===== src/verilog/gameBox_macros.svh =====
// Timing and geometry constants shared by the video blocks and the pad reader
// Include where the numbers are needed
`ifndef GAMEBOX_MACROS_SVH
`define GAMEBOX_MACROS_SVH

// 640x480 VGA line and frame timing in pixel ticks
`define H_VISIBLE 640
`define H_FRONT 16
`define H_SYNC 96
`define H_TOTAL 800

`define V_VISIBLE 480
`define V_FRONT 10
`define V_SYNC 2
`define V_TOTAL 525

// Sprite is square
`define SPRITE_SIZE 8

// Background bitmap is 160x120, one bit per 4x4 block
`define BG_SHIFT 2
`define BG_WIDTH 160
`define BG_DEPTH 19200

// clk cycles spent in each pad select phase
`define PAD_PHASE_CYCLES 512

`define X_START 316
`define Y_START 236

`endif


===== src/verilog/videoPkg.sv =====
// Types that describe the picture: scan position, colour, sync levels
// and the sprite registers. Imported by the video blocks and the top level
`default_nettype none

package videoPkg;

    typedef struct packed {
        logic [9:0] x;
        logic [9:0] y;
    } pixelPos;

    // 4 bits per channel, as on the VGA connector
    typedef struct packed {
        logic [3:0] r;
        logic [3:0] g;
        logic [3:0] b;
    } rgbColor;

    // Syncs are active low, visible is high inside the 640x480 area
    typedef struct packed {
        logic hSync;
        logic vSync;
        logic visible;
    } syncBits;

    typedef struct packed {
        logic [9:0] x;
        logic [9:0] y;
        logic [1:0] colorIdx;
        logic       shown;
    } spriteState;

endpackage

`default_nettype wire


===== src/verilog/videoTiming.sv =====
// VGA 640x480 timing from a 50 MHz clock
// pixEn marks every second cycle; counters, syncs and visible follow it.
// frameEnd pulses on the tick that moves the scan to x 0, y 480
`timescale 1ns/1ps
`default_nettype none
`include "gameBox_macros.svh"

module videoTiming import videoPkg::*; (
    input  logic    clk,
    input  logic    rst,
    output pixelPos pos,
    output syncBits sync,
    output logic    pixEn,
    output logic    frameEnd
);

    localparam logic [9:0] hLast      = 10'(`H_TOTAL - 1);
    localparam logic [9:0] vLast      = 10'(`V_TOTAL - 1);
    localparam logic [9:0] hVisible   = 10'(`H_VISIBLE);
    localparam logic [9:0] vVisible   = 10'(`V_VISIBLE);
    localparam logic [9:0] hSyncStart = 10'(`H_VISIBLE + `H_FRONT);
    localparam logic [9:0] hSyncEnd   = 10'(`H_VISIBLE + `H_FRONT + `H_SYNC);
    localparam logic [9:0] vSyncStart = 10'(`V_VISIBLE + `V_FRONT);
    localparam logic [9:0] vSyncEnd   = 10'(`V_VISIBLE + `V_FRONT + `V_SYNC);

    logic       enToggle;
    logic [9:0] hCount;
    logic [9:0] vCount;

    always_ff @(posedge clk) begin
        if (rst) begin
            enToggle <= 1'b0;
            hCount   <= '0;
            vCount   <= '0;
        end else begin
            enToggle <= ~enToggle;
            if (enToggle) begin
                if (hCount == hLast) begin
                    hCount <= '0;
                    vCount <= (vCount == vLast) ? '0 : vCount + 1'b1;
                end else begin
                    hCount <= hCount + 1'b1;
                end
            end
        end
    end

    assign pixEn = enToggle;
    assign pos   = '{x: hCount, y: vCount};

    assign sync.hSync   = !(hCount >= hSyncStart && hCount < hSyncEnd);
    assign sync.vSync   = !(vCount >= vSyncStart && vCount < vSyncEnd);
    assign sync.visible = (hCount < hVisible) && (vCount < vVisible);

    // Last tick of the last visible line
    assign frameEnd = enToggle && (hCount == hLast) && (vCount == vVisible - 1'b1);

    countersInRange: assert property (
        @(posedge clk) disable iff (rst)
        hCount <= hLast && vCount <= vLast
    );

endmodule

`default_nettype wire

===== config.mk =====
export PLATFORM = sky130hd
export DESIGN_NAME = videoTiming
export DESIGN_NICKNAME = d
export VERILOG_FILES = /design/src/verilog/videoPkg.sv /design/src/verilog/videoTiming.sv
export VERILOG_INCLUDE_DIRS = /design/src /design/src/verilog
export SDC_FILE = /design/constraint.sdc
export NUM_CORES = 1
export LEC_CHECK = 0
export BUFFER_PORTS_ARGS = -buffer_cell sky130_fd_sc_hd__buf_2
export CAP_MARGIN = 10
export CORE_MARGIN = 1
export CORE_UTILIZATION = 54
export CTS_BUF_LIST = sky130_fd_sc_hd__clkbuf_4
export CTS_CLUSTER_DIAMETER = 40
export DETAILED_ROUTE_END_ITERATION = 7
export PLACE_DENSITY = 0.8
export SETUP_SLACK_MARGIN = 0.02
export SYNTH_ARGS = -nofsm -noshare
export SYNTH_HDL_FRONTEND = slang
export SYNTH_SLANG_ARGS = --single-unit

===== constraint.sdc =====
create_clock -name clk -period 2.27 [get_ports clk]
set_clock_uncertainty 0.2 [all_clocks]
set_input_delay 0.227 -clock clk [delete_from_list [all_inputs] [get_ports clk]]
set_output_delay 0.227 -clock clk [all_outputs]
set_load 0.01 [all_outputs]

* Yosys cells after proc, flatten, opt, wreduce, memory -nomap -nowiden
Index checks and enable logic that the tools add are counted.
Storage, ports and cells: register bits after elaboration 21, input bits 2, output and inout port bits 25, word-level logic and storage cells 25
Cells by class: $add $sub $neg 2, $lt $le $gt $ge 6, equality and inequality tests 3, mux-type cells 2, bitwise gates (word level) 1, reductions and logical operators 8
Operators by type and width (number):
- 10-bit by 1-bit adder with 10-bit output, second input constant | 2
- 10-bit equality test, second input constant | 2
- 10-bit < comparator, second input constant | 2
- 10-bit by 9-bit < comparator with 1-bit output, second input constant | 2
- 10-bit two-way mux | 2
- 10-bit by 9-bit equality test with 1-bit output, second input constant | 1
- 10-bit greater-or-equal comparator, second input constant | 1
- 10-bit by 9-bit greater-or-equal comparator with 1-bit output, second input constant | 1
- 1-bit logical AND | 5
- 1-bit zero test | 2
- 2-bit AND reduction | 1
- 1-bit inverter | 1

* Logic depth before layout (Yosys ltp)
depth in word-level cells 3, mapped depth 7, mapped depth without buffers 6

* Worst setup path after synthesis
Ideal clock, no wire load.
path kind reg2out, from register hCount[0], to output port frameEnd, data arrival time 1635 ps, required time 1843 ps, path slack 208 ps, stages on the path, launching flop included 7, buffers on the path 2, cells stage by stage dfxtp_1 -> ha_1 -> and3_1 -> nand4_1 -> buf_2 -> buf_2 -> nor3_1
Between the ends: longest elaborated chain between the ends 3
RTL lines:
- start, declared | line videoTiming.sv:27 | logic [9:0] hCount;
- start signal, assigned | line videoTiming.sv:42 | hCount <= hCount + 1'b1;
- 10-bit equality test | line videoTiming.sv:56 | assign frameEnd = enToggle && (hCount == hLast) && (vCount == vVisible - 1'b1);
- 1-bit logical AND (2 in series) | line videoTiming.sv:56
- end, declared | line videoTiming.sv:14 | output logic frameEnd
No other way between the ends.

* Worst setup path after layout
from register hCount[1], to output port frameEnd
Same word-level chain as after synthesis.

==> results.sh <==
export IMPL_routed_length_per_instance_um=12.3
export IMPL_clock_slew_at_the_register_clock_pins_of_the_worst_setup_and_hold_paths_ps=110
export IMPL_internal_power_w=0.000469
export IMPL_netlist_area_um2=1130
export IMPL_critical_path_top_delay_family="simple AND/OR/NAND/NOR gates"
export IMPL_antenna_found_initial=0
export IMPL_port_buffer_count=26
export IMPL_postSynthNetCount=145
export IMPL_timing_hold_worst_class="input pin to flip-flop"
export IMPL_criticalPathCategory="flip-flop to output pin"
export IMPL_firstDrtPassIters=4
export IMPL_post_cts_hold_buffer_count=0
export IMPL_pin_count=27
export IMPL_ordered_list_of_cells_on_the_worst_path="ha_2 > and3_4 > nand4_1 > buf_6 > nor3_2 > buf_2"
export IMPL_globalplace_congestion=0.887
export IMPL_power_leakage_nw=0.521
export IMPL_layout_area_overhead_vs_synth_pct=21.1
export IMPL_grt_ovfl_total=0
export IMPL_finalPower_w=0.000602
export IMPL_row_count=16
export IMPL_htree_num_levels=1
export IMPL_run_status="finished, final reports clean"
export IMPL_switching_share=0.221
export IMPL_category_of_the_worst_setup_path_capture_point="output pin"
export IMPL_fraction_of_layout_instances_using_a_drive_strength_above_1=0.266
export IMPL_critical_path_peak_fanout=8
export IMPL_yosys_warnings=0
export IMPL_grt_setup_unrepaired="no"
export IMPL_postSynthRegisterBits=21
export IMPL_ant_nets=0
export IMPL_slew_violations=0
export IMPL_cp_depth=6
export IMPL_buf_inv_stages_crit_path=2
export IMPL_initial_core_util=0.575
export IMPL_layout_worst_path_cycle_share=0.939
export IMPL_finalWorstSetupSlack_ps=138
export IMPL_net_switching_power_w=0.000133
export IMPL_cts_root_buf="sky130_fd_sc_hd__clkbuf_4"
export IMPL_first_iter_violations=32
export IMPL_synth_cell_types=30
export IMPL_cp_data_arrival_time_ps=1710
export IMPL_grt_start_max_net_pins=16
export IMPL_hold_worst_slack_ps=11.0
export IMPL_cts_max_path_buffers=2
export IMPL_period_minus_slack_ps=2130
export IMPL_setup_slack_at_placement_ps=142
export IMPL_power_density_of_the_placed_cells_nw_per_um2=440
export IMPL_relSlewSlack=0.785
export IMPL_timing_fmax_ghz=0.469
export IMPL_ys_seq_area_frac=0.373
export IMPL_first_pass_grt_wire_length_um=3860
export IMPL_post_synth_inst_count=138
export IMPL_cp_required_ps=1840
export IMPL_worstSkewPairLatency_ps=300
export IMPL_part_of_the_power_in_combinational_logic=0.059
export IMPL_share_of_power_burned_in_the_clock_network=0.315
export IMPL_global_route_total_usage_across_every_layer=0.239
export IMPL_die_h_um=47.7
export IMPL_antenna_cells=0
export IMPL_clock_tree_from_tritoncts="yes"
export IMPL_tns_ps=0
export IMPL_routed_wirelength_um=2410
export IMPL_critPathSlowestCell="sky130_fd_sc_hd__dfxtp_4"
export IMPL_max_cap_violations=0
export IMPL_seq_power_share=0.626
export IMPL_power_ir_vdd_worst_v=0.000317
export IMPL_max_stage_delay_ps=380
export IMPL_cts_made_buffers=3
export IMPL_report_final_hold_viol_count=0
export IMPL_setup_violations=0
export IMPL_postSynthAreaPerCell_um2=8.18
export IMPL_dieWidth_um=47.7
export IMPL_num_vias=1125
export IMPL_dp_final_hpwl_um=1790
export IMPL_reg2reg_depth=6
export IMPL_dieArea_um2=2280
export IMPL_tightest_slew_ps=323
export IMPL_detail_route_vias_per_cell=5.74
export IMPL_clkSinkCount=21
export IMPL_timing_critical_path_from_type="flip-flop"
export IMPL_whs_path_depth=2
export IMPL_drcViolationCount=0
export IMPL_fillcell_total=182
export IMPL_via_count_of_the_first_global_routing_pass=898
export IMPL_fin_nets=177
export IMPL_coreArea_um2=1960
cells in the mapped netlist (all sizes together):
master	number	area (um2)
o31ai	1	7.51
clkbuf	3	11.3
or4	1	7.51
nor3	6	30.0
o311ai	1	8.76
nand3	10	50.1
xnor2	5	43.8
nand2	10	37.5
nor4	1	6.26
and3	2	12.5
o21bai	1	7.51
o21ai	6	30.0
inv	6	22.5
xor2	4	35.0
or3	6	37.5
nor4b	3	41.3
o21a	2	15.0
dfxtp	21	420
nand4	7	43.8
nor2	14	52.6
a21oi	10	50.1
and2	2	12.5
and4	3	26.3
ha	5	62.6
o21ba	1	10.0
nand2b	2	12.5
o211ai	1	7.51
buf	4	26.3
layer usage:
layer | track usage | part of all wire | wire length, um
met2 | 0.392 | 0.48 | 1160
met5 | 0 | 0 | 0
met4 | 0.0889 | 0.0095 | 23
met3 | 0.0491 | 0.049 | 119
met1 | 0.309 | 0.46 | 1110
logic make-up (layout without fill, tap and decap cells):
kind of cell / Yosys count / count (layout) / share of synthesized area
buffers and inverters: 13 / 44 / 0.0532
AO/OA/AOI/OAI: 23 / 23 / 0.121
adder cells (fa/ha/maj): 5 / 5 / 0.0554
AND/OR/NAND/NOR: 67 / 67 / 0.328
flip-flops: 21 / 21 / 0.373
XOR/XNOR: 9 / 9 / 0.0698
area by class of cell:
class	count	area, um2	share of cell area
Timing Repair Buffer	34	194	0.142
Multi-Input combinational cell	104	661	0.484
Sequential cell	21	425	0.311
Inverter	6	22.5	0.0165
Tap cell	27	33.8	0.0247
Clock buffer	4	30.0	0.0220
timing repair:
action                                  in CTS  in global routing
gates resized for setup                      2                  5
pin swaps                                    1                  0
endpoints found under the hold margin        0                  0
endpoints found under the setup margin       1                  1
buffers inserted                             1                  1
through the flow:
| step | instance area [um2] | util | instances |
|---|---|---|---|
| 6_report | 1370 | 0.696 | 196 |
| 5_1_grt | 1370 | 0.696 | 196 |
| 4_1_cts | 1340 | 0.685 | 195 |
| 3_5_place_dp | 1300 | 0.663 | 190 |
| 3_3_place_gp | 1300 | 0.663 | 190 |
| 2_1_floorplan | 1130 | - | 138 |
power groups by stage:
| stage | clock network (W) | logic, W | registers, W |
|---|---|---|---|
| 6_report | 0.000190 | 0.0000356 | 0.000377 |
| 5_1_grt | 0.000212 | 0.0000387 | 0.000378 |
| 4_1_cts | 0.000194 | 0.0000353 | 0.000377 |
| 3_5_place_dp | 0 | 0.0000352 | 0.000385 |
| 3_3_place_gp | 0 | 0.0000333 | 0.000384 |
| 2_1_floorplan | 0 | 0.0000162 | 0.000388 |
state kept, by name (all words and copies together) (netlist names):
name / count
pixEn: 1
hCount: 10
vCount: 10
placed cells by master (no fill, tap or decap), types with 2 or more instances in the layout:
cell / netlist / layout
sky130_fd_sc_hd__buf_2: 3 / 26
sky130_fd_sc_hd__dfxtp_1: 21 / 19
sky130_fd_sc_hd__nor2_1: 14 / 14
sky130_fd_sc_hd__nand3_1: 10 / 10
sky130_fd_sc_hd__a21oi_1: 10 / 10
sky130_fd_sc_hd__nand2_1: 10 / 10
sky130_fd_sc_hd__nand4_1: 7 / 7
sky130_fd_sc_hd__buf_4: 0 / 7
sky130_fd_sc_hd__inv_1: 6 / 6
sky130_fd_sc_hd__o21ai_0: 6 / 6
sky130_fd_sc_hd__or3_1: 6 / 6
sky130_fd_sc_hd__nor3_1: 6 / 5
sky130_fd_sc_hd__xnor2_1: 5 / 5
sky130_fd_sc_hd__xor2_1: 4 / 4
sky130_fd_sc_hd__ha_1: 5 / 4
sky130_fd_sc_hd__clkbuf_4: 0 / 4
sky130_fd_sc_hd__and4_1: 3 / 3
sky130_fd_sc_hd__nor4b_1: 2 / 2
sky130_fd_sc_hd__o21a_1: 2 / 2
sky130_fd_sc_hd__and2_1: 2 / 2
sky130_fd_sc_hd__nand2b_1: 2 / 2
worst paths after layout:
path	from	end	slack, ps
hold reg to reg	vCount[3]	vCount[3]	330
setup / recovery	hCount[1]	frameEnd	140
hold / removal	rst	pixEn	10
setup reg to reg	hCount[1]	vCount[8]	260
(Power assumes the default switching activity.)
