==> config.mk <==
export PLATFORM = sky130hd
export DESIGN_NAME = spriteRegs
export DESIGN_NICKNAME = d
export VERILOG_FILES = /design/src/verilog/inputPkg.sv /design/src/verilog/videoPkg.sv /design/src/verilog/spriteRegs.sv
export VERILOG_INCLUDE_DIRS = /design/src /design/src/verilog
export SDC_FILE = /design/constraint.sdc
export NUM_CORES = 1
export LEC_CHECK = 0
export BUFFER_PORTS_ARGS = -buffer_cell sky130_fd_sc_hd__buf_2
export CAP_MARGIN = 20
export CORE_ASPECT_RATIO = 1.25
export CORE_MARGIN = 2
export CORE_UTILIZATION = 50
export DETAILED_ROUTE_END_ITERATION = 8
export PLACE_DENSITY = 0.71
export SYNTH_ARGS = -nofsm -noshare
export SYNTH_HDL_FRONTEND = slang
export SYNTH_SLANG_ARGS = --single-unit
==> constraint.sdc <==
create_clock -name clk -period 3.34 [get_ports clk]
set_clock_uncertainty 0.15 [all_clocks]
set_input_delay 0.334 -clock clk [delete_from_list [all_inputs] [get_ports clk]]
set_output_delay 0.334 -clock clk [all_outputs]
set_load 0.1 [all_outputs]
==> src/verilog/gameBox_macros.svh <==
// Timing and geometry constants shared by the video blocks and the pad reader
// Include where the numbers are needed
`ifndef GAMEBOX_MACROS_SVH
`define GAMEBOX_MACROS_SVH

// 640x480 VGA line and frame timing in pixel ticks
`define H_VISIBLE 640
`define H_FRONT 16
`define H_SYNC 96
`define H_TOTAL 800

`define V_VISIBLE 480
`define V_FRONT 10
`define V_SYNC 2
`define V_TOTAL 525

// Sprite is square
`define SPRITE_SIZE 8

// Background bitmap is 160x120, one bit per 4x4 block
`define BG_SHIFT 2
`define BG_WIDTH 160
`define BG_DEPTH 19200

// clk cycles spent in each pad select phase
`define PAD_PHASE_CYCLES 512

`define X_START 316
`define Y_START 236

`endif

==> src/verilog/inputPkg.sv <==
// Types for the game controller side
// A set bit in padButtons means the button is held down
`default_nettype none

package inputPkg;

    typedef struct packed {
        logic up;
        logic down;
        logic left;
        logic right;
        logic a;
        logic b;
        logic c;
        logic start;
    } padButtons;

endpackage

`default_nettype wire

==> src/verilog/videoPkg.sv <==
// Types that describe the picture: scan position, colour, sync levels
// and the sprite registers. Imported by the video blocks and the top level
`default_nettype none

package videoPkg;

    typedef struct packed {
        logic [9:0] x;
        logic [9:0] y;
    } pixelPos;

    // 4 bits per channel, as on the VGA connector
    typedef struct packed {
        logic [3:0] r;
        logic [3:0] g;
        logic [3:0] b;
    } rgbColor;

    // Syncs are active low, visible is high inside the 640x480 area
    typedef struct packed {
        logic hSync;
        logic vSync;
        logic visible;
    } syncBits;

    typedef struct packed {
        logic [9:0] x;
        logic [9:0] y;
        logic [1:0] colorIdx;
        logic       shown;
    } spriteState;

endpackage

`default_nettype wire

==> src/verilog/spriteRegs.sv <==
// Sprite state register, stepped once per frame at frameEnd
// Directions move one pixel each and are clamped to the screen, B recentres,
// A cycles the colour and a fresh Start press toggles visibility
`timescale 1ns/1ps
`default_nettype none
`include "gameBox_macros.svh"

module spriteRegs import videoPkg::*, inputPkg::*; (
    input  logic       clk,
    input  logic       rst,
    input  logic       frameEnd,
    input  padButtons  buttons,
    output spriteState sprite
);

    localparam logic [9:0] xMax   = 10'(`H_VISIBLE - `SPRITE_SIZE);
    localparam logic [9:0] yMax   = 10'(`V_VISIBLE - `SPRITE_SIZE);
    localparam logic [9:0] xStart = 10'(`X_START);
    localparam logic [9:0] yStart = 10'(`Y_START);

    spriteState spr;
    logic       prevStart;

    // Net direction per axis, opposite buttons cancel
    logic goRight;
    logic goLeft;
    logic goDown;
    logic goUp;

    assign goRight = buttons.right && !buttons.left;
    assign goLeft  = buttons.left && !buttons.right;
    assign goDown  = buttons.down && !buttons.up;
    assign goUp    = buttons.up && !buttons.down;

    always_ff @(posedge clk) begin
        if (rst) begin
            spr       <= '{x: xStart, y: yStart, colorIdx: 2'd0, shown: 1'b1};
            prevStart <= 1'b0;
        end else if (frameEnd) begin
            if (buttons.b) begin
                spr.x <= xStart;
                spr.y <= yStart;
            end else begin
                // Steps stop at the edges instead of wrapping
                if (goRight && spr.x < xMax) begin
                    spr.x <= spr.x + 1'b1;
                end else if (goLeft && spr.x != '0) begin
                    spr.x <= spr.x - 1'b1;
                end
                if (goDown && spr.y < yMax) begin
                    spr.y <= spr.y + 1'b1;
                end else if (goUp && spr.y != '0) begin
                    spr.y <= spr.y - 1'b1;
                end
            end

            if (buttons.a) begin
                spr.colorIdx <= spr.colorIdx + 1'b1;
            end

            // Toggle on the press edge only, holding Start does nothing more
            if (buttons.start && !prevStart) begin
                spr.shown <= ~spr.shown;
            end
            prevStart <= buttons.start;
        end
    end

    assign sprite = spr;

    positionInBounds: assert property (
        @(posedge clk) disable iff (rst)
        sprite.x <= xMax && sprite.y <= yMax
    );

endmodule

`default_nettype wire

-- Word level (Yosys, flattened, before mapping)
Cells that the tools add are included.
- mux-type cells: 5
- bitwise operators: 1
- magnitude comparators: 2
- reduce and logical (&&, ||, !) cells: 22
- add/sub/neg operators: 5
- operator list (kind ; count):
    two-way mux 10 bit ; 4
    adder 10 x 1 -> 10 bit (second input constant) ; 2
    two-way mux 20 bit ; 1
    nonzero test 10 bit ; 2
    subtractor 10 x 1 -> 10 bit (second input constant) ; 2
    less-than comparator 10 bit (second input constant) ; 1
    less-than comparator 10 x 9 -> 1 bit (second input constant) ; 1
    logical AND 1 bit ; 9
    AND reduction 2 bit ; 4
    nonzero test 3 bit ; 2
    logical NOT 1 bit ; 5
    adder 2 x 1 -> 2 bit (second input constant) ; 1
    NOT 1 bit ; 1
- register bits after elaboration: 24
- bits of input ports: 11
- word-level logic and storage cells: 40
- output and inout bits: 23

-- Longest topological paths before layout
Gate-level depths: netlist of run 1.
- depth after elaboration: 6
- gate-level depth with buffers: 10
- mapped depth without buffers: 9

-- Least setup slack after synthesis of run 1
No wires, ideal clock.
- kind: flip-flop to flip-flop
- from: reg spr (netlist bit sprite[7])
- to: reg spr (netlist bit sprite[9])
- buffers on the path: 0
- arrival time: 3.141 ns
- setup time: 0.131 ns
- required time: 3.059 ns
- path slack: -0.082 ns
- period minus slack after synthesis: 3.422 ns
- stages on the path, launching flop included: 10
- cell sequence: dfxtp_1 -> a21oi_1 -> o211a_1 -> inv_1 -> ha_1 -> a21o_1 -> and4_1 -> or4_1 -> a211oi_1 -> o21ai_1
- cells in the longest elaborated chain, start to end: 4
- elaborated cells between the ends (all ways): 11
- classes of those cells: add/sub (2); order compare (1); mux (3); reduce/logical (5)
- RTL lines (what ; RTL line ; RTL):
    from (decl) ; spriteRegs.sv:21 ; spriteState spr;
    from (signal assigned) ; spriteRegs.sv:37 ; spr <= '{x: xStart, y: yStart, colorIdx: 2'd0, shown: 1'b1};
    subtractor 10 x 1 -> 10 bit (tied with other cells) ; spriteRegs.sv:53 ; spr.y <= spr.y - 1'b1;
    two-way mux 10 bit (tied with other cells) ; spriteRegs.sv:52 ; end else if (goUp && spr.y != '0) begin
    two-way mux 10 bit / nonzero test 3 bit (equally long branches) ; - ;
    two-way mux 20 bit / AND reduction 2 bit (equally long branches) ; - ;
Parallel ways exist; a longest one is shown, timed or not. The select of a mux whose other input is x is not followed.
A chain may end at the register's enable or synchronous reset.

-- Final worst setup path of run 1
- from: reg spr (netlist bit sprite[20])
- to: reg spr (netlist bit sprite[21])
- cells in the longest elaborated chain, start to end: 4
- elaborated cells between the ends (all ways): 11
- classes of those cells: add/sub (2); order compare (1); mux (3); reduce/logical (5)
- RTL lines (what ; RTL line ; RTL):
    subtractor 10 x 1 -> 10 bit (tied with other cells) ; spriteRegs.sv:48 ; spr.x <= spr.x - 1'b1;
    two-way mux 10 bit (tied with other cells) ; spriteRegs.sv:47 ; end else if (goLeft && spr.x != '0) begin
    two-way mux 10 bit / nonzero test 3 bit (equally long branches) ; - ;
    two-way mux 20 bit / AND reduction 2 bit (equally long branches) ; - ;
Parallel ways exist; a longest one is shown, timed or not. The select of a mux whose other input is x is not followed.

==> results of run 1 <==
-- layout make-up --
| class | count | area [µm²] |
|---|---|---|
| clock buffers | 3 | 41.3 |
| clock inverters | 1 | 30.0 |
| fillers | 331 | 1420 |
| inverters | 13 | 48.8 |
| multi-input cells | 178 | 1310 |
| flip-flops and latches | 24 | 487 |
| well taps | 39 | 48.8 |
| repair buffers | 32 | 160 |
-- cells in the mapped netlist, drive strengths merged (4+ instances only) --
library cell / n
nor2: 19
or3: 5
mux2i: 4
o211ai: 4
inv: 13
o21ai: 9
ha: 17
o41ai: 5
nand3: 15
clkbuf: 5
buf: 4
nor4: 6
nand2: 13
nor2b: 8
nor3: 6
xnor2: 6
xor2: 6
a21oi: 18
dfxtp: 24
-- critical path, cell delays in order (launching register included) --
cell and delay [ps]:
dfxtp_1 370, or4b_4 570, o32ai_4 160, inv_1 250, fa_1 460, a21oi_1 210, o211ai_1 180, o41ai_2 260
xnor2_1 150, a32oi_1 100
-- registers in the layout (all words and copies together) (netlist names) --
signal / flops
sprite: 23
prevStart: 1
-- kinds of logic after synthesis --
kind of cell	Yosys count	synth area share
AO/OA/AOI/OAI	58	0.240
AND/OR/NAND/NOR	84	0.235
multiplexers	5	0.0274
flip-flops	24	0.257
adder cells (fa/ha/maj)	19	0.135
XOR/XNOR	12	0.0561
buffers and inverters	22	0.0501
-- layer usage --
layer | vias to the layer above | GRT usage | share of wire | wire length [µm]
met4 | 0 | 0.0833 | 0.013 | 55
li1 | 893 | - | - | -
met3 | 4 | 0.0178 | 0.023 | 97
met5 | - | 0 | 0 | 0
met2 | 27 | 0.381 | 0.51 | 2190
met1 | 822 | 0.263 | 0.45 | 1920
-- power groups by stage --
stage               combinational, mW  sequential (mW)  clock (mW)
floorplan                       0.240            0.480           0
global placement                0.446            0.343           0
detailed placement              0.449            0.343           0
CTS                             0.451            0.337       0.264
global route                    0.495            0.340       0.278
finish                          0.452            0.336       0.264
-- path summary, 6_finish.rpt --
kind | endpoint | slack [ps] | cells after the start
max reg2reg | sprite[21] | 310 | 9
min reg2reg | prevStart | 350 | 2
max | sprite[21] | 310 | 9
min | prevStart | 180 | 3
-- per-stage QoR --
step           total power [mW]  cells  cell area, µm²  worst slack (ps)  hold WS (ps)
2_1_floorplan             0.719    224            1880              18.2           305
3_3_place_gp              0.788    286            2040               199           315
3_5_place_dp              0.792    286            2040               201           338
4_1_cts                    1.05    290            2110               240           183
5_1_grt                    1.11    290            2120              67.7           186
6_report                   1.05    290            2120               315           179
==> impl_results.md, run 1 <==
* Portion of the clock cycle consumed by the worst path in the final layout at 0.906
* Max FO, Critical Path at 9
* Vias per inst at 6.02
* Placer Congestion at 0.810
* First-pass GRT wire length at 7.22 mm
* Number of global-route vias before repair at 1581
* Clock transition at path regs at 100 ps
* Effective utilization at floorplan at 0.529
* Clock power share at 0.251
* Sum Neg Setup Slack at 0 ps
* Clk_lat worst skew at 280 ps
* Aggregate global-route resource usage at 0.215
* Number of design rule violations left after detail routing at 4
* Most common cell after layout, fill and taps aside: buf_2
* Number of pins with negative max-slew slack in the final report at 0
* Post-detail-place hpwl at 3.12 mm
* Height of the chip at 72.4 µm
* Maximum number of pins on one net before global-route repair at 20
* Fraction of the yosys area taken by sequential cells at 0.257
* Layout cell share with drive strength beyond 1 at 0.195
* First-pass iteration count of the detailed router at 6
* H-tree levels at 1
* Setup repair bufs after CTS at 0
* I/O pin cnt at 34
* Worst slew margin relative to its limit at 0.496
* Overall die width at 58.7 µm
* Achievable clock frequency at 331 MHz
* Distinct cell type count of the synthesized netlist at 45
* Arrival @ worst endpoint at 3010 ps
* Switching share of total power at 0.423
* Slew at the pin closest to its max-slew limit at 756 ps
* Clock buffers created by TritonCTS at 3
* Worst Hold Class: input pin to flop
* Final hold vios at 0
* Clock sinks at 24
* Required time at the endpoint of the critical path at 3330 ps
* DRT iter0 DRCs at 94
* Total overflow reported by the global router at 0
* Worst setup path class: flop to flop
* Post-layout utilization of the core at 0.599
* Critical path origin: sprite[20]
* Total number of vias at 1746
* Most used cells in the layout excluding fill and tap cells: 32 x buf_2, 19 x nor2_1, 19 x dfxtp_1, 18 x a21oi_1, 17 x ha_1
* Average cell area after synthesis at 8.36 µm²
* Number of placement rows at 24
* Area of the die at 4250 µm²
* Post-CTS Hold Buffers at 0
* Result of the run: finished, violations left
* Syn Inst Count at 224
* Start of the worst register-to-register path: sprite[20]
* Clock tree root driver cell: clkbuf_8
* Synth async-reset ratio at 0
* Antenna violations before repair at 0
* Top-area cell type share of the netlist area at 0.257
* Hold path startpoint: buttons[0]
* Average wire per standard cell at 14.7 µm
* Power spent charging and discharging nets at 445 µW
* Predominant post-synthesis flop cell: dfxtp_1
* Core area at 3540 µm²
* Post-synthesis to final-layout area growth at 13.3%
* Routed Antenna Nets at 0
* CTS tree: built
* Total setup violations reported at the end of the flow at 0
* Yosys warns at 0
* Largest area contributor in the netlist: dfxtp_1
* Kind of start point of the critical path: flop
* Fraction of power consumed by sequential logic at 0.319
* Number of flops mapped to enable cells by yosys at 0
* Max_cap viols at 0
* Int Power at 607 µW
* Number of buffers inserted by port buffering at 32
* Power Dens Cells at 496 nW/µm²
* Count of instances resized after the clock tree is built at 0
* Endpoint kind of the worst setup timing path: flop
* Bufs on Longest Clock Path at 2
* Most area-consuming cells after synthesis: dfxtp_1 26%, ha_1 11%, a21oi_1 4.8%
* Setup repair after global routing missed its margin: no
* Total leakage power at 0.888 nW
* Combinational group share of total power at 0.430
* Min cycle time layout at 3030 ps
* Net count of the finished layout at 282
* Violated checks: DRC
* Net count after synthesis at 254
* Cell Area, Synth at 1870 µm²
* Routed Wire Length at 4.27 mm
* Worst IR Drop VDD at 0.195 mV
* Flops & latches, synth at 24
* Number of diodes at 0
Note: power is estimated with default switching activity, not from simulation.
==> inputs of run 2 (changes only) <==
Clock period 3.34 ns to 3.6 ns, I/O delays scaled along.
==> impl_results.md, run 2 (synthesized netlist as in run 1, its figures left out) <==
* DRT iter0 DRCs at 114 (+21%)
* Worst Hold Class: input pin to flop
* Vias per inst at 6.07 (+0.86%)
* Slowest cell on the critical path: or4b_4
* Result of the run: finished, violations left
* Portion of the clock cycle consumed by the worst path in the final layout at 0.876 (-0.0295)
* Register containing the most flip-flops in the final layout: sprite
* Number of global-route vias before repair at 1703 (+7.7%)
* Int Power at 510 µW (-16%)
* Sum Neg Setup Slack at 0 ps (unchanged)
* Core area at 3540 µm² (unchanged)
* Clk_lat worst skew at 270 ps (about the same)
* First-pass iteration count of the detailed router at 6 (unchanged)
* Layout cell share with drive strength beyond 1 at 0.171 (-0.0239)
* Kind of start point of the critical path: flop
* Antenna violations before repair at 0 (unchanged)
* Post-CTS Hold Buffers at 0 (unchanged)
* Switching share of total power at 0.446 (+0.0232)
* I/O pin cnt at 34 (unchanged)
* Total number of vias at 1761 (+0.86%)
* Number of buffers inserted by port buffering at 32 (unchanged)
* Post-detail-place hpwl at 3.30 mm (+5.8%)
* Maximum number of pins on one net before global-route repair at 20 (unchanged)
* Most common cell after layout, fill and taps aside: buf_2
* Number of pins with negative max-slew slack in the final report at 0 (unchanged)
* Area of the die at 4250 µm² (unchanged)
* Clock power share at 0.205 (-0.046)
* Aggregate global-route resource usage at 0.228 (+0.0133)
* H-tree levels at 1 (unchanged)
* Setup repair after global routing missed its margin: no
* Post-layout utilization of the core at 0.590 (-0.00848)
* Combinational group share of total power at 0.458 (+0.028)
* Power spent charging and discharging nets at 411 µW (-7.6%)
* Net count of the finished layout at 282 (unchanged)
* Clock tree root driver cell: clkbuf_8
* Power Dens Cells at 440 nW/µm² (-11%)
* Peak per-stage delay on the critical path at 580 ps (about the same)
* Routed Wire Length at 4.49 mm (+5.3%)
* Worst slew margin relative to its limit at 0.498 (+0.00131)
* Clock sinks at 24 (unchanged)
* Total overflow reported by the global router at 0 (unchanged)
* Total setup violations reported at the end of the flow at 0 (unchanged)
* CTS tree: built
* Number of diodes at 0 (unchanged)
* Effective utilization at floorplan at 0.529 (unchanged)
* Count of instances resized after the clock tree is built at 0 (unchanged)
* Arrival @ worst endpoint at 3130 ps (+120 ps)
* Required time at the endpoint of the critical path at 3580 ps (+250 ps)
* Regs by FF count: sprite x23, prevStart x1
* Clock transition at path regs at 80 ps (-20 ps)
* Average wire per standard cell at 15.5 µm (+5.3%)
* Slew at the pin closest to its max-slew limit at 754 ps (-1.97 ps)
* First-pass GRT wire length at 7.69 mm (+6.5%)
* Fraction of power consumed by sequential logic at 0.338 (+0.019)
* Max_cap viols at 0 (unchanged)
* Bufs on Longest Clock Path at 2 (unchanged)
* Final total power at 921 µW (-12%)
* Post-synthesis to final-layout area growth at 11.7%
* Min cycle time layout at 3150 ps (+129 ps)
* Clock buffers created by TritonCTS at 3 (unchanged)
* Endpoint kind of the worst setup timing path: flop
* Overall die width at 58.7 µm (unchanged)
* Setup slack on the worst flop-to-flop path at 450 ps (+130 ps)
* Largest register FFs at 23 (unchanged)
* Chain of cells forming the critical path: or4b_4, o32ai_4, inv_1, fa_1, a21oi_1, o211ai_1, o41ai_1, xnor2_1, a32oi_1
* Setup repair bufs after CTS at 0 (unchanged)
* Violated checks: DRC
* Height of the chip at 72.4 µm (unchanged)
* Final hold vios at 0 (unchanged)
* Worst setup path class: flop to flop
* Routed Antenna Nets at 0 (unchanged)
* Placer Congestion at 0.778 (-4.0%)
* Max FO, Critical Path at 9 (unchanged)
* Number of design rule violations left after detail routing at 1 (-3)
* Achievable clock frequency at 317 MHz (-4.1%)
* Number of placement rows at 24 (unchanged)
* Worst IR Drop VDD at 0.203 mV (+4.3%)
* Total leakage power at 0.878 nW (-1.2%)
* Most used cells in the layout excluding fill and tap cells: 32 x buf_2, 24 x dfxtp_1, 19 x nor2_1, 18 x a21oi_1, 17 x ha_1
## run 2: cell count changes in the layout (fill, tap and decap cells not counted)
cell	change
dfxtp_1	+5
clkbuf_8	+1
o41ai_1	+1
o41ai_2	-1
dfxtp_2	-5
bufinv_16	-1
## run 2: worst max-delay path: cells and delay by family, from the launching register on
family | cells | cell delay (ps)
AO/OA/AOI/OAI | 5 | 1020
XOR/XNOR | 1 | 170
adder cells (fa/ha/maj) | 1 | 470
buffers and inverters | 1 | 260
flip-flops | 1 | 370
AND/OR/NAND/NOR | 1 | 580
## run 2: path summary, 6_finish.rpt
check | startpoint | endpoint | depth (start not counted)
worst max-delay path | sprite[20] | sprite[21] | 9
worst min-delay path | buttons[0] | prevStart | 3
worst max register to register | sprite[20] | sprite[21] | 9
worst min register to register | prevStart | prevStart | 2
## run 2: layer usage
metal | GRT usage | vias up | share of wire
met2 | 0.428 | 36 | 0.53
met4 | 0.0732 | 0 | 0.010
met5 | 0 | - | 0
li1 | - | 891 | -
met3 | 0.0214 | 5 | 0.035
met1 | 0.263 | 829 | 0.43
## run 2: final cells by class
| class | instances | area [µm²] |
|---|---|---|
| Multi-Input combinational cell | 178 | 1300 |
| Inverter | 13 | 48.8 |
| Tap cell | 39 | 48.8 |
| Sequential cell | 24 | 480 |
| Fill cell | 358 | 1450 |
| Timing Repair Buffer | 32 | 160 |
| Clock buffer | 4 | 55.1 |
## run 2: metrics by stage
step | cell area [µm²] | std cells | hold slack (ps) | worst slack, ps
4_1_cts | 2090 | 290 | 218 | 470
2_1_floorplan | 1870 | 224 | 305 | 178
6_report | 2090 | 290 | 223 | 446
3_3_place_gp | 2040 | 286 | 317 | 463
5_1_grt | 2090 | 290 | 246 | 267
3_5_place_dp | 2040 | 286 | 341 | 411
## run 2: power groups by stage
| stage | clock network, mW | registers, mW | logic, mW |
|---|---|---|---|
| after floorplan | 0 | 0.444 | 0.222 |
| after global placement | 0 | 0.317 | 0.414 |
| after detailed placement | 0 | 0.317 | 0.421 |
| after CTS | 0.191 | 0.311 | 0.423 |
| after global routing | 0.204 | 0.316 | 0.458 |
| final | 0.189 | 0.311 | 0.422 |
