**src/verilog/gameBox_macros.svh**
```systemverilog
// Timing and geometry constants shared by the video blocks and the pad reader
// Include where the numbers are needed
`ifndef GAMEBOX_MACROS_SVH
`define GAMEBOX_MACROS_SVH

// 640x480 VGA line and frame timing in pixel ticks
`define H_VISIBLE 640
`define H_FRONT 16
`define H_SYNC 96
`define H_TOTAL 800

`define V_VISIBLE 480
`define V_FRONT 10
`define V_SYNC 2
`define V_TOTAL 525

// Sprite is square
`define SPRITE_SIZE 8

// Background bitmap is 160x120, one bit per 4x4 block
`define BG_SHIFT 2
`define BG_WIDTH 160
`define BG_DEPTH 19200

// clk cycles spent in each pad select phase
`define PAD_PHASE_CYCLES 512

`define X_START 316
`define Y_START 236

`endif

```
**src/verilog/inputPkg.sv**
```systemverilog
// Types for the game controller side
// A set bit in padButtons means the button is held down
`default_nettype none

package inputPkg;

    typedef struct packed {
        logic up;
        logic down;
        logic left;
        logic right;
        logic a;
        logic b;
        logic c;
        logic start;
    } padButtons;

endpackage

`default_nettype wire

```
**src/verilog/padReader.sv**
```systemverilog
// Reads a 3-button Sega pad through its select line
// Select alternates every PAD_PHASE_CYCLES clocks; pins are sampled on the
// last cycle of each phase and the button set is refreshed after a low phase
`timescale 1ns/1ps
`default_nettype none
`include "gameBox_macros.svh"

module padReader import inputPkg::*; (
    input  logic      clk,
    input  logic      rst,
    input  logic      pin1,
    input  logic      pin2,
    input  logic      pin3,
    input  logic      pin4,
    input  logic      pin6,
    input  logic      pin9,
    output logic      padSelect,
    output padButtons buttons
);

    localparam int phaseW = $clog2(`PAD_PHASE_CYCLES);
    localparam logic [phaseW-1:0] phaseLast = phaseW'(`PAD_PHASE_CYCLES - 1);

    logic [phaseW-1:0] phaseCnt;
    logic              selQ;

    // Held from the select-high phase: up, down, left, right
    logic [3:0] holdDir;
    logic       holdB;
    logic       holdC;

    padButtons btnQ;

    always_ff @(posedge clk) begin
        if (rst) begin
            phaseCnt <= '0;
            selQ     <= 1'b1;
            holdDir  <= '0;
            holdB    <= 1'b0;
            holdC    <= 1'b0;
            btnQ     <= '0;
        end else if (phaseCnt == phaseLast) begin
            phaseCnt <= '0;
            selQ     <= ~selQ;
            if (selQ) begin
                holdDir <= ~{pin1, pin2, pin3, pin4};
                holdB   <= ~pin6;
                holdC   <= ~pin9;
            end else begin
                // End of low phase, so the whole set is known now
                btnQ <= '{
                    up:    holdDir[3],
                    down:  holdDir[2],
                    left:  holdDir[1],
                    right: holdDir[0],
                    a:     ~pin6,
                    b:     holdB,
                    c:     holdC,
                    start: ~pin9
                };
            end
        end else begin
            phaseCnt <= phaseCnt + 1'b1;
        end
    end

    assign padSelect = selQ;
    assign buttons   = btnQ;

    // Select only moves together with the phase counter wrap
    selectOnWrap: assert property (
        @(posedge clk) disable iff (rst)
        $changed(padSelect) |-> phaseCnt == '0
    );

endmodule

`default_nettype wire

```
**config.mk**
```make
export PLATFORM = sky130hd
export DESIGN_NAME = padReader
export DESIGN_NICKNAME = d
export VERILOG_FILES = /design/src/verilog/inputPkg.sv /design/src/verilog/padReader.sv
export VERILOG_INCLUDE_DIRS = /design/src /design/src/verilog
export SDC_FILE = /design/constraint.sdc
export NUM_CORES = 1
export LEC_CHECK = 0
export CAP_MARGIN = 20
export CORE_MARGIN = 2
export CORE_UTILIZATION = 45
export CTS_BUF_LIST = sky130_fd_sc_hd__clkbuf_8 sky130_fd_sc_hd__clkbuf_16
export CTS_CLUSTER_DIAMETER = 200
export DETAILED_ROUTE_END_ITERATION = 7
export DONT_BUFFER_PORTS = 1
export GPL_TIMING_DRIVEN = 0
export PLACE_DENSITY = 0.58
export SETUP_SLACK_MARGIN = 0.02
export SYNTH_ARGS = -nofsm -noshare
export SYNTH_HDL_FRONTEND = slang
export SYNTH_SLANG_ARGS = --single-unit
export TNS_END_PERCENT = 30
```
**constraint.sdc**
```tcl
create_clock -name clk -period 1.7 [get_ports clk]
set_clock_uncertainty 0.2 [all_clocks]
set_input_delay 0.255 -clock clk [delete_from_list [all_inputs] [get_ports clk]]
set_output_delay 0.255 -clock clk [all_outputs]
set_load 0.05 [all_outputs]
```
Word level (Yosys, flattened, before mapping) --
Index checks and enable logic that the tools add are counted.
Storage, ports and cells: register bits after elaboration 24, bits in read-only memories 0, bits in latches 0, memory bits (writable) 0, logic and storage cells 22, bits of input ports 8, output and inout port bits 9, memories 0
Cells by class: bitwise operators 4, multiplexer cells 0, $mul 0, reduce and logical (&&, ||, !) cells 3, shift-type cells 0, add/subtract/negate cells 1, div/mod/pow operators 0, order comparisons 0, equal/unequal tests 1
Operator list (count):
- 9-bit by 1-bit adder with 9-bit output (second input constant) | 1
- 9-bit equality test (second input constant) | 1
- 4-bit inverter | 1
- 2-bit AND reduction | 2
- 1-bit inverter | 3
- 2-bit OR reduction | 1

Depth between registers and ports, before layout --
Gate-level depths: netlist of the first run.
depth in word-level cells 2, depth in mapped cells 8, gate-level depth less buffers 7

Least setup slack after synthesis of the first run --
OpenSTA, ideal clock, no wires.
path type register to register, from register phaseCnt[0], to register holdDir[0], setup slack -0.063 ns, cell stages (with the launch flop) 9, data arrival time 1.478 ns, buffers on the path 1, clock period less this slack 1.763 ns, library setup time 0.086 ns, path through dfxtp_1 > ha_1 > nand3_1 > nor2_1 > ha_1 > and2_1 > buf_4 > nor2_1 > a211oi_1
Between the ends: cells in the longest elaborated chain, start to end 2
RTL lines:
- from (decl) | line padReader.sv:24 | logic [phaseW-1:0] phaseCnt;
- from (signal assigned) | line padReader.sv:63 | phaseCnt <= phaseCnt + 1'b1;
- 9-bit equality test | line padReader.sv:42 | end else if (phaseCnt == phaseLast) begin
- 2-bit AND reduction (no line)
- to (signal assigned) | line padReader.sv:46 | holdDir <= ~{pin1, pin2, pin3, pin4};
- to (decl) | line padReader.sv:28 | logic [3:0] holdDir;
No other way between the ends. A chain may end at the register's enable or synchronous reset.

Worst setup path in the final report of the first run --
from register phaseCnt[1], to register btnQ (netlist bit buttons[3])
Between the ends: cells in the longest elaborated chain, start to end 2
RTL lines:
- 9-bit equality test | line padReader.sv:42
- 2-bit AND reduction (no line)
- to (signal assigned) | line padReader.sv:51 | btnQ <= '{
- to (decl) | line padReader.sv:32 | padButtons btnQ;
No other way between the ends.

==> metrics, run 1 <==
status=complete, no violations; WHS=0.185 ns; CTS clk-pin slew, worst paths=0.08 ns; Avg Cell Area, Syn=8.99 sq um; Int Power=909 uW; Slew Limit Fails=0; crit path DAT=1.66 ns; Logic pwr share=4.2%; CP Launch Point=phaseCnt[1]$_SDFF_PP0_; number of cell rows=16; Worst-Skew Late Latency=0.26 ns; VDD IR max=0.809 mV; Pwr per Cell Area=911 nW/um^2; Die Span Y=48.2 microns; Num Clock Sinks=24; Initial Util=46.3%; Nets=128; most common cell after layout, fill and taps aside=dfxtp_1; CTS buffer count=3; r2r worst-path depth=8; sw power=199 uW; initial antenna violation count=0; CP Capture Type=flip-flop; Final ANT Viol Nets=0; DR WL/cell=12.5 microns; worst slew pin tran=0.568 ns; Sum Neg Setup Slack=0 ns; port bufs=0; most frequent cells in the layout=dfxtp_1, nand2_1, nor2_1; Reg area=488 sq um; Relative slew margins=62.1%; Ys Warns=0; Pre-antenna DRT Iters=4; Die X=48.2 microns; MaxCap Viol Count=0; CTS Buffer Depth=2; Syn Nets=108; RePlAce Congestion=0.702; critical path endpoint=buttons[3]$_SDFFE_PP0P_; core area=1900 sq um; Setup crit start kind=flip-flop; R2R Setup Slk=0.03 ns; unrepaired setup endpoints after global routing=true; Via Count=715; CTS tree=done; Worst Path Required=1.69 ns; layout cells sized above 1=29.1%; register area share after synthesis=54.5%; gr ovfl total=0; DR DRC count=0; Die ar.=2330 sq um; Area Growth Syn to Fin=38.1%; Finish-stage setup viols=0; final wirelength=1800 microns; DP Area=941 sq um; antenna cells=0; first-pass GRT wire length=2500 microns; achievable frequency=598 MHz; switch share=17.9%; CTS root buf=clkbuf_8; H-tree levels=1; vias per inst=4.97; kind of critical path=flip-flop to flip-flop; Hold Path Class=input port to flip-flop; share of power burned in the clock network=43.8%; final worst path period share=98.3%; number of fill cells=158; post-layout min period=1.67 ns; Post-Syn Area=881 sq um; synthesis-stage register bit count=24; Power, Total=1.11 mW; GRT Total Usage=15.4%; I/O pins=17; largest net degree at the start of global routing=15; worst r2r src=phaseCnt[1]$_SDFF_PP0_; Cells after Synth=98; Final Util=63.9%; Seq pwr share=52.0%; multi-input logic area=463 sq um; Starting DRT DRC Count=5; vias in the first global route=610; Reg2Reg Capture Point=buttons[3]$_SDFFE_PP0P_; critical path peak fanout=5; Yosys cell types=20; P_leak=0.437 nW; Final Hold Viols=0; Finished Cell Area=1220 sq um
==> synthesized netlist by cell type (all sizes together) <==
cell / n / area [sq um]
dfxtp: 24 / 480
nor2: 15 / 56.3
nand2: 14 / 52.6
a21oi: 9 / 45.0
a211oi: 8 / 60.1
nand3: 4 / 20.0
and2: 3 / 18.8
clkbuf: 3 / 11.3
o21ai: 3 / 15.0
or3: 3 / 18.8
buf: 2 / 12.5
ha: 2 / 25.0
xor2: 2 / 17.5
nand2b: 1 / 6.26
nand4: 1 / 12.5
nor2b: 1 / 6.26
o21bai: 1 / 7.51
or2: 1 / 6.26
xnor2: 1 / 8.76
==> metrics by stage <==
| step | setup slack (ns) | cells |
|---|---|---|
| after floorplan | 0.0602 | 98 |
| after global placement | -0.0664 | 125 |
| after detailed placement | -0.118 | 125 |
| after CTS | 0.0323 | 140 |
| after global routing | -0.0491 | 144 |
| final | 0.0289 | 144 |
==> cell type report <==
| type | count | share of cell area (%) |
|---|---|---|
| Clock inverter | 1 | 2.47 |
| Tap cell | 27 | 2.78 |
| Clock buffer | 3 | 3.40 |
| Buffer | 4 | 2.47 |
| Timing Repair Buffer | 16 | 10.7 |
| Sequential cell | 24 | 40.1 |
| Multi-Input combinational cell | 69 | 38.1 |
==> power by group through the flow <==
stage	clock network, mW	logic, mW	registers (mW)
after CTS	0.494	0.0394	0.575
after global routing	0.519	0.0528	0.578
after detailed placement	0	0.0237	0.589
after global placement	0	0.0234	0.589
after floorplan	0	0.0191	0.588
final	0.485	0.0467	0.576
==> kinds of logic (layout without fill, tap and decap cells) <==
group                      after synthesis  in the layout  synth area share, %
DFF                                     24             24                 54.5
xor gates and xnor gates                 3              3                 2.98
and+or+nand+nor                         43             43                 22.4
adders and majority gates                2              2                 2.84
AOI/OAI and AO/OA                       21             21                 14.5
buffers and inverters                    5             24                 2.70
==> repair_timing <==
item | CTS | global route
buffers inserted | 4 | 4
resized for setup | 10 | 10
hold buffers | 6 | 0
pin swaps | 6 | 3
setup endpoints to repair | 22 | 12
hold endpoints to repair | 8 | 0
gates cloned | 2 | 0
==> layer usage <==
layer,up-vias,share of wire (%),global-route usage (%)
met5,-,0,0
met4,0,0.50,6.49
met3,2,3.9,2.59
met2,11,47,22.9
met1,332,49,21.9
li1,370,-,-
==> worst min-delay path by stage <==
stage | from | endpoint | cells after the start
after floorplan | pin9 | buttons[0]$_SDFFE_PP0P_ | 1
after global placement | pin1 | holdDir[3]$_SDFFE_PP0P_ | 1
after detailed placement | pin2 | holdDir[2]$_SDFFE_PP0P_ | 1
after CTS | rst | holdB$_SDFFE_PP0P_ | 2
after global routing | rst | buttons[3]$_SDFFE_PP0P_ | 2
final | rst | buttons[3]$_SDFFE_PP0P_ | 2
==> critical path, cell delays in order (launching register included) <==
cell and delay [ns]:
dfxtp_2 0.36, ha_4 0.15, nand3_4 0.08, nor2_4 0.13, ha_4 0.16, nor2b_4 0.16, buf_6 0.14, nor2_4 0.03
a211oi_2 0.19
==> state kept, by name, summed over array words and instances, names as in the netlist <==
| register | count |
|---|---|
| buttons | 8 |
| phaseCnt | 9 |
| padSelect | 1 |
| holdDir | 4 |
| holdB | 1 |
| holdC | 1 |
(Power assumes the default switching activity.)
==> run 2, diff against run 1 <==
Settings changed: PLACE_DENSITY 0.58 to 0.56.
Clock period 1.7 ns to 2.1 ns, I/O delays scaled along.
==> run 2 against run 1 <==
  * First-iteration DRC count is the same
  * Non-clock buffer count shrank 9
  * Total power shrank 20%
  * Via count shrank 8.4%
  * Flip-flop and latch count is the same
  * Core utilization shrank 8.4 points
  * Hold slack gained 0.030 ns
  * Sequential share of layout area grew 5.4 points
  * Combinational power shrank 40%
  * Clock power shrank 19%
  * Critical path depth is the same
  * Maximum frequency shrank 13%
  * Highest routed layer unchanged
==> metrics, run 2 (synthesis gave the netlist of run 1 again) <==
status=complete, no violations; largest net degree at the start of global routing=15; H-tree levels=1; core area=1900 sq um; Post-DP HPWL=1040 microns; VDD IR max=0.457 mV; WL met2=683 microns; Final Hold Viols=0; Slew Limit Fails=0; Die Span Y=48.2 microns; CTS tree=done; cell chain of the critical path=ha_2 -> nand3_1 -> nor2_1 -> ha_2 -> nor2b_1 -> clkbuf_4 -> nor2_1 -> a211oi_1; Reg2Reg Capture Point=buttons[3]$_SDFFE_PP0P_; RePlAce Congestion=0.706; Num Clock Sinks=24; Logic pwr share=3.2%; Finish-stage setup viols=0; Final Util=55.5%; slowest cell delay on critical path=0.36 ns; worst slew pin tran=0.581 ns; Worst Min Path Start=rst; Seq pwr share=52.4%; MaxCap Viol Count=0; Worst Path Required=2.08 ns; vias per inst=4.85; DR WL/cell=11.0 microns; largest reg by FF count=phaseCnt; kind of critical path=flip-flop to flip-flop; P_leak=0.362 nW; Metal-1 WL=719 microns; Int Power=729 uW; Die X=48.2 microns; most common cell after layout, fill and taps aside=dfxtp_1; final wirelength=1490 microns; CTS buffer count=3; number of fill cells=197; WHS=0.215 ns; Hold Path Class=input port to flip-flop; Die ar.=2330 sq um; antenna cells=0; max reg flops=9; Relative slew margins=61.2%; share of power burned in the clock network=44.4%; crit path buf inv count=1; crit path DAT=1.91 ns; Worst-Skew Late Latency=0.26 ns; I/O pins=17; Sum Neg Setup Slack=0 ns; achievable frequency=518 MHz; Nets=119; Setup crit start kind=flip-flop; unrepaired setup endpoints after global routing=true; CTS clk-pin slew, worst paths=0.08 ns; hold path depth=2; Starting DRT DRC Count=5; Worst Hold End=holdC$_SDFFE_PP0P_; post-layout min period=1.93 ns; # Post-CTS Setup Buffers=0; DR DRC count=0; worst r2r src=phaseCnt[0]$_SDFF_PP0_; Final ANT Viol Nets=0; Area Growth Syn to Fin=19.9%; port bufs=0; CTS root buf=clkbuf_8; CTS Buffer Depth=2; CP Capture Type=flip-flop; Pre-antenna DRT Iters=2; R2R Setup Slk=0.17 ns; uppermost routed layer=met4; number of cell rows=16; r2r worst-path depth=8; met3 WL post-DR=73 microns; layout cells sized above 1=10.2%; slowest CP cell=dfxtp_1; initial antenna violation count=0; vias in the first global route=558; Initial Util=46.3%; critical path peak fanout=10; switch share=17.6%; Pwr per Cell Area=838 nW/um^2; GRT Total Usage=14.7%; crit-path leading delay family=adder cells; first-pass GRT wire length=2350 microns; Via Count=655; sw power=156 uW; most frequent cells in the layout=dfxtp_1, nor2_1, nand2_1; final worst path period share=92.0%; gr ovfl total=0
-- run 2: cell count changes in the layout (fill, tap and decap cells not counted), moves of 2 or more --
cell      change
buf_4         -7
dfxtp_1       +6
dfxtp_2       -6
nor2_1        +3
a211oi_1      +2
a211oi_2      -2
buf_2         -2
buf_6         -2
ha_2          +2
ha_4          -2
nor2_4        -2
-- run 2: per-stage QoR --
stage          power [mW]  setup WS [ns]  std cells  cell area, sq um
2_1_floorplan       0.488          0.337         98               881
3_3_place_gp        0.492          0.146        125               915
3_5_place_dp        0.492          0.117        125               915
4_1_cts             0.899         0.0321        135              1050
5_1_grt             0.919       -0.00269        135              1060
6_report            0.885          0.169        135              1060
-- run 2: what timing repair did --
item	CTS	global route
setup endpoints to repair	0	5
resized for setup	0	4
endpoints found under the hold margin	8	0
hold buffers	6	0
-- run 2: final cells by class --
type | instances | area, sq um | share of cell area [%]
timing repair buffer | 6 | 60.1 | 5.69
tap | 27 | 33.8 | 3.20
clock buffer | 3 | 41.3 | 3.91
buffer | 5 | 26.3 | 2.49
multi-input combinational | 69 | 384 | 36.4
sequential | 24 | 480 | 45.5
clock inverter | 1 | 30.0 | 2.84
-- run 2: per-layer routing --
layer	vias up	track usage, %
li1	352	-
met2	11	20.0
met1	290	20.0
met5	-	0
met4	0	9.73
met3	2	4.44
-- run 2: how the worst max path moves through the flow --
stage | from | end | slack [ns] | cells after the start
4_1_cts | phaseCnt[0]$_SDFF_PP0_ | holdDir[0]$_SDFFE_PP0P_ | 0.03 | 8
3_3_place_gp | phaseCnt[0]$_SDFF_PP0_ | holdDir[0]$_SDFFE_PP0P_ | 0.15 | 8
2_1_floorplan | phaseCnt[0]$_SDFF_PP0_ | holdDir[0]$_SDFFE_PP0P_ | 0.34 | 8
6_report | phaseCnt[0]$_SDFF_PP0_ | buttons[3]$_SDFFE_PP0P_ | 0.17 | 8
3_5_place_dp | phaseCnt[0]$_SDFF_PP0_ | holdDir[0]$_SDFFE_PP0P_ | 0.12 | 8
5_1_grt | phaseCnt[0]$_SDFF_PP0_ | buttons[0]$_SDFFE_PP0P_ | -0.003 | 8
-- run 2: power by group through the flow --
stage | sequential (mW) | combinational [mW] | clock (mW)
after floorplan | 0.473 | 0.0143 | 0
after global placement | 0.474 | 0.0176 | 0
after detailed placement | 0.474 | 0.0181 | 0
after CTS | 0.464 | 0.0279 | 0.407
after global routing | 0.465 | 0.0317 | 0.422
final | 0.464 | 0.0279 | 0.393
==> run 3, diff against run 2 <==
Settings changed: CTS_BUF_LIST sky130_fd_sc_hd__clkbuf_8 sky130_fd_sc_hd__clkbuf_16 to sky130_fd_sc_hd__clkbuf_4 sky130_fd_sc_hd__clkbuf_8.
==> run 3 against run 2 <==
  * Total power shrank 7.6%
  * Final cell count is the same
  * Combinational power is essentially flat
  * Critical path type unchanged
  * Critical endpoint unchanged
  * Largest power group unchanged
==> metrics, run 3 (synthesis gave the netlist of run 1 again) <==
Worst Min Path Start=rst; crit path DAT=1.96 ns; WHS=0.152 ns; status=complete, no violations; Finished Cell Area=1030 sq um; share of power burned in the clock network=39.8%; Sum Neg Setup Slack=0 ns; pre-CTS setup slack=0.117 ns; critical path peak fanout=10; vias in the first global route=544; Int Power=668 uW; Pwr per Cell Area=790 nW/um^2; worst slew pin tran=0.580 ns; number of fill cells=202; Setup crit start kind=flip-flop; Post-DP HPWL=1040 microns; largest reg by FF count=phaseCnt; number of cell rows=16; DR WL/cell=10.8 microns; Die Span Y=48.2 microns; DP Area=915 sq um; layout cells sized above 1=10.2%; Relative slew margins=61.3%; Nets=119; worst r2r src=phaseCnt[0]$_SDFF_PP0_; max reg flops=9; H-tree levels=1; kind of critical path=flip-flop to flip-flop; hold path depth=2; GRT Total Usage=14.4%; Via Count=660; vias per inst=4.89; CTS clk-pin slew, worst paths=0.13 ns; Die X=48.2 microns; largest net degree at the start of global routing=15; RePlAce Congestion=0.706; P_leak=0.355 nW; final std cells w/o fill=135; MaxCap Viol Count=0; R2R Setup Slk=0.18 ns; gr ovfl total=0; Worst Path Required=2.14 ns; Starting DRT DRC Count=5; Final Hold Viols=0; achievable frequency=522 MHz; final worst path period share=91.3%; CTS buffer count=3; Reg2Reg Capture Point=buttons[3]$_SDFFE_PP0P_; Final ANT Viol Nets=0; final wirelength=1460 microns; multi-input logic area=384 sq um; unrepaired setup endpoints after global routing=true; sw power=150 uW; CP Capture Type=flip-flop; r2r worst-path depth=8; Seq pwr share=56.8%; DR DRC count=0; CTS root buf=clkbuf_4; Pre-antenna DRT Iters=2; I/O pins=17; Slew Limit Fails=0; port bufs=0; Worst Hold End=holdC$_SDFFE_PP0P_; Final Util=54.4%; CTS tree=done; Placed Instances=125; Reg area=480 sq um; Logic pwr share=3.4%; Die ar.=2330 sq um; post-route setup slack=0.183 ns; VDD IR max=0.534 mV; Finish-stage setup viols=0; antenna cells=0; Area Growth Syn to Fin=17.5%; post-layout min period=1.92 ns; Initial Util=46.3%; CTS Buffer Depth=2; Num Clock Sinks=24; switch share=18.3%; Worst-Skew Late Latency=0.30 ns; most frequent cells in the layout=dfxtp_1, nor2_1, nand2_1; core area=1900 sq um; Hold Path Class=input port to flip-flop; Power, Total=817 uW; most common cell after layout, fill and taps aside=dfxtp_1; first-pass GRT wire length=2290 microns; initial antenna violation count=0
-- run 3: worst max-delay path by stage --
| stage | start | end | cells after the start |
|---|---|---|---|
| after CTS | phaseCnt[0]$_SDFF_PP0_ | holdDir[0]$_SDFFE_PP0P_ | 8 |
| final | phaseCnt[0]$_SDFF_PP0_ | buttons[3]$_SDFFE_PP0P_ | 8 |
| after detailed placement | phaseCnt[0]$_SDFF_PP0_ | holdDir[0]$_SDFFE_PP0P_ | 8 |
| after floorplan | phaseCnt[0]$_SDFF_PP0_ | holdDir[0]$_SDFFE_PP0P_ | 8 |
| after global routing | phaseCnt[0]$_SDFF_PP0_ | buttons[0]$_SDFFE_PP0P_ | 8 |
| after global placement | phaseCnt[0]$_SDFF_PP0_ | holdDir[0]$_SDFFE_PP0P_ | 8 |
-- run 3: timing repair --
item / CTS / global route
hold buffers: 6 / 0
setup endpoints to repair: 0 / 5
buffers inserted: 0 / 0
gates resized for setup: 0 / 3
hold endpoints to repair: 8 / 0
-- run 3: routing by layer --
metal | vias up | track usage [%] | wire length, microns
met2 | 13 | 18.9 | 648
met3 | 4 | 4.44 | 75
met1 | 290 | 20.0 | 704
met4 | 0 | 9.73 | 30
met5 | - | 0 | 0
li1 | 353 | - | -
-- run 3: area by class of cell --
type | count | share of cell area (%)
Sequential cell | 24 | 46.4
Clock inverter | 1 | 2.90
Multi-Input combinational cell | 69 | 37.1
Tap cell | 27 | 3.26
Clock buffer | 3 | 2.18
Buffer | 5 | 2.30
Timing Repair Buffer | 6 | 5.80
-- run 3: worst max-delay path, stage by stage, from the launching register on --
cell	delay [ns]
dfxtp_1	0.37
ha_2	0.22
nand3_1	0.08
nor2_1	0.12
ha_2	0.23
nor2b_1	0.13
buf_2	0.22
nor2_1	0.06
a211oi_1	0.21
-- run 3: power groups by stage --
stage	Sequential, mW	Clock [mW]	Combinational, mW
floorplan	0.473	0	0.0143
global placement	0.474	0	0.0176
detailed placement	0.474	0	0.0181
CTS	0.464	0.339	0.0279
global route	0.466	0.357	0.0317
finish	0.464	0.325	0.0279
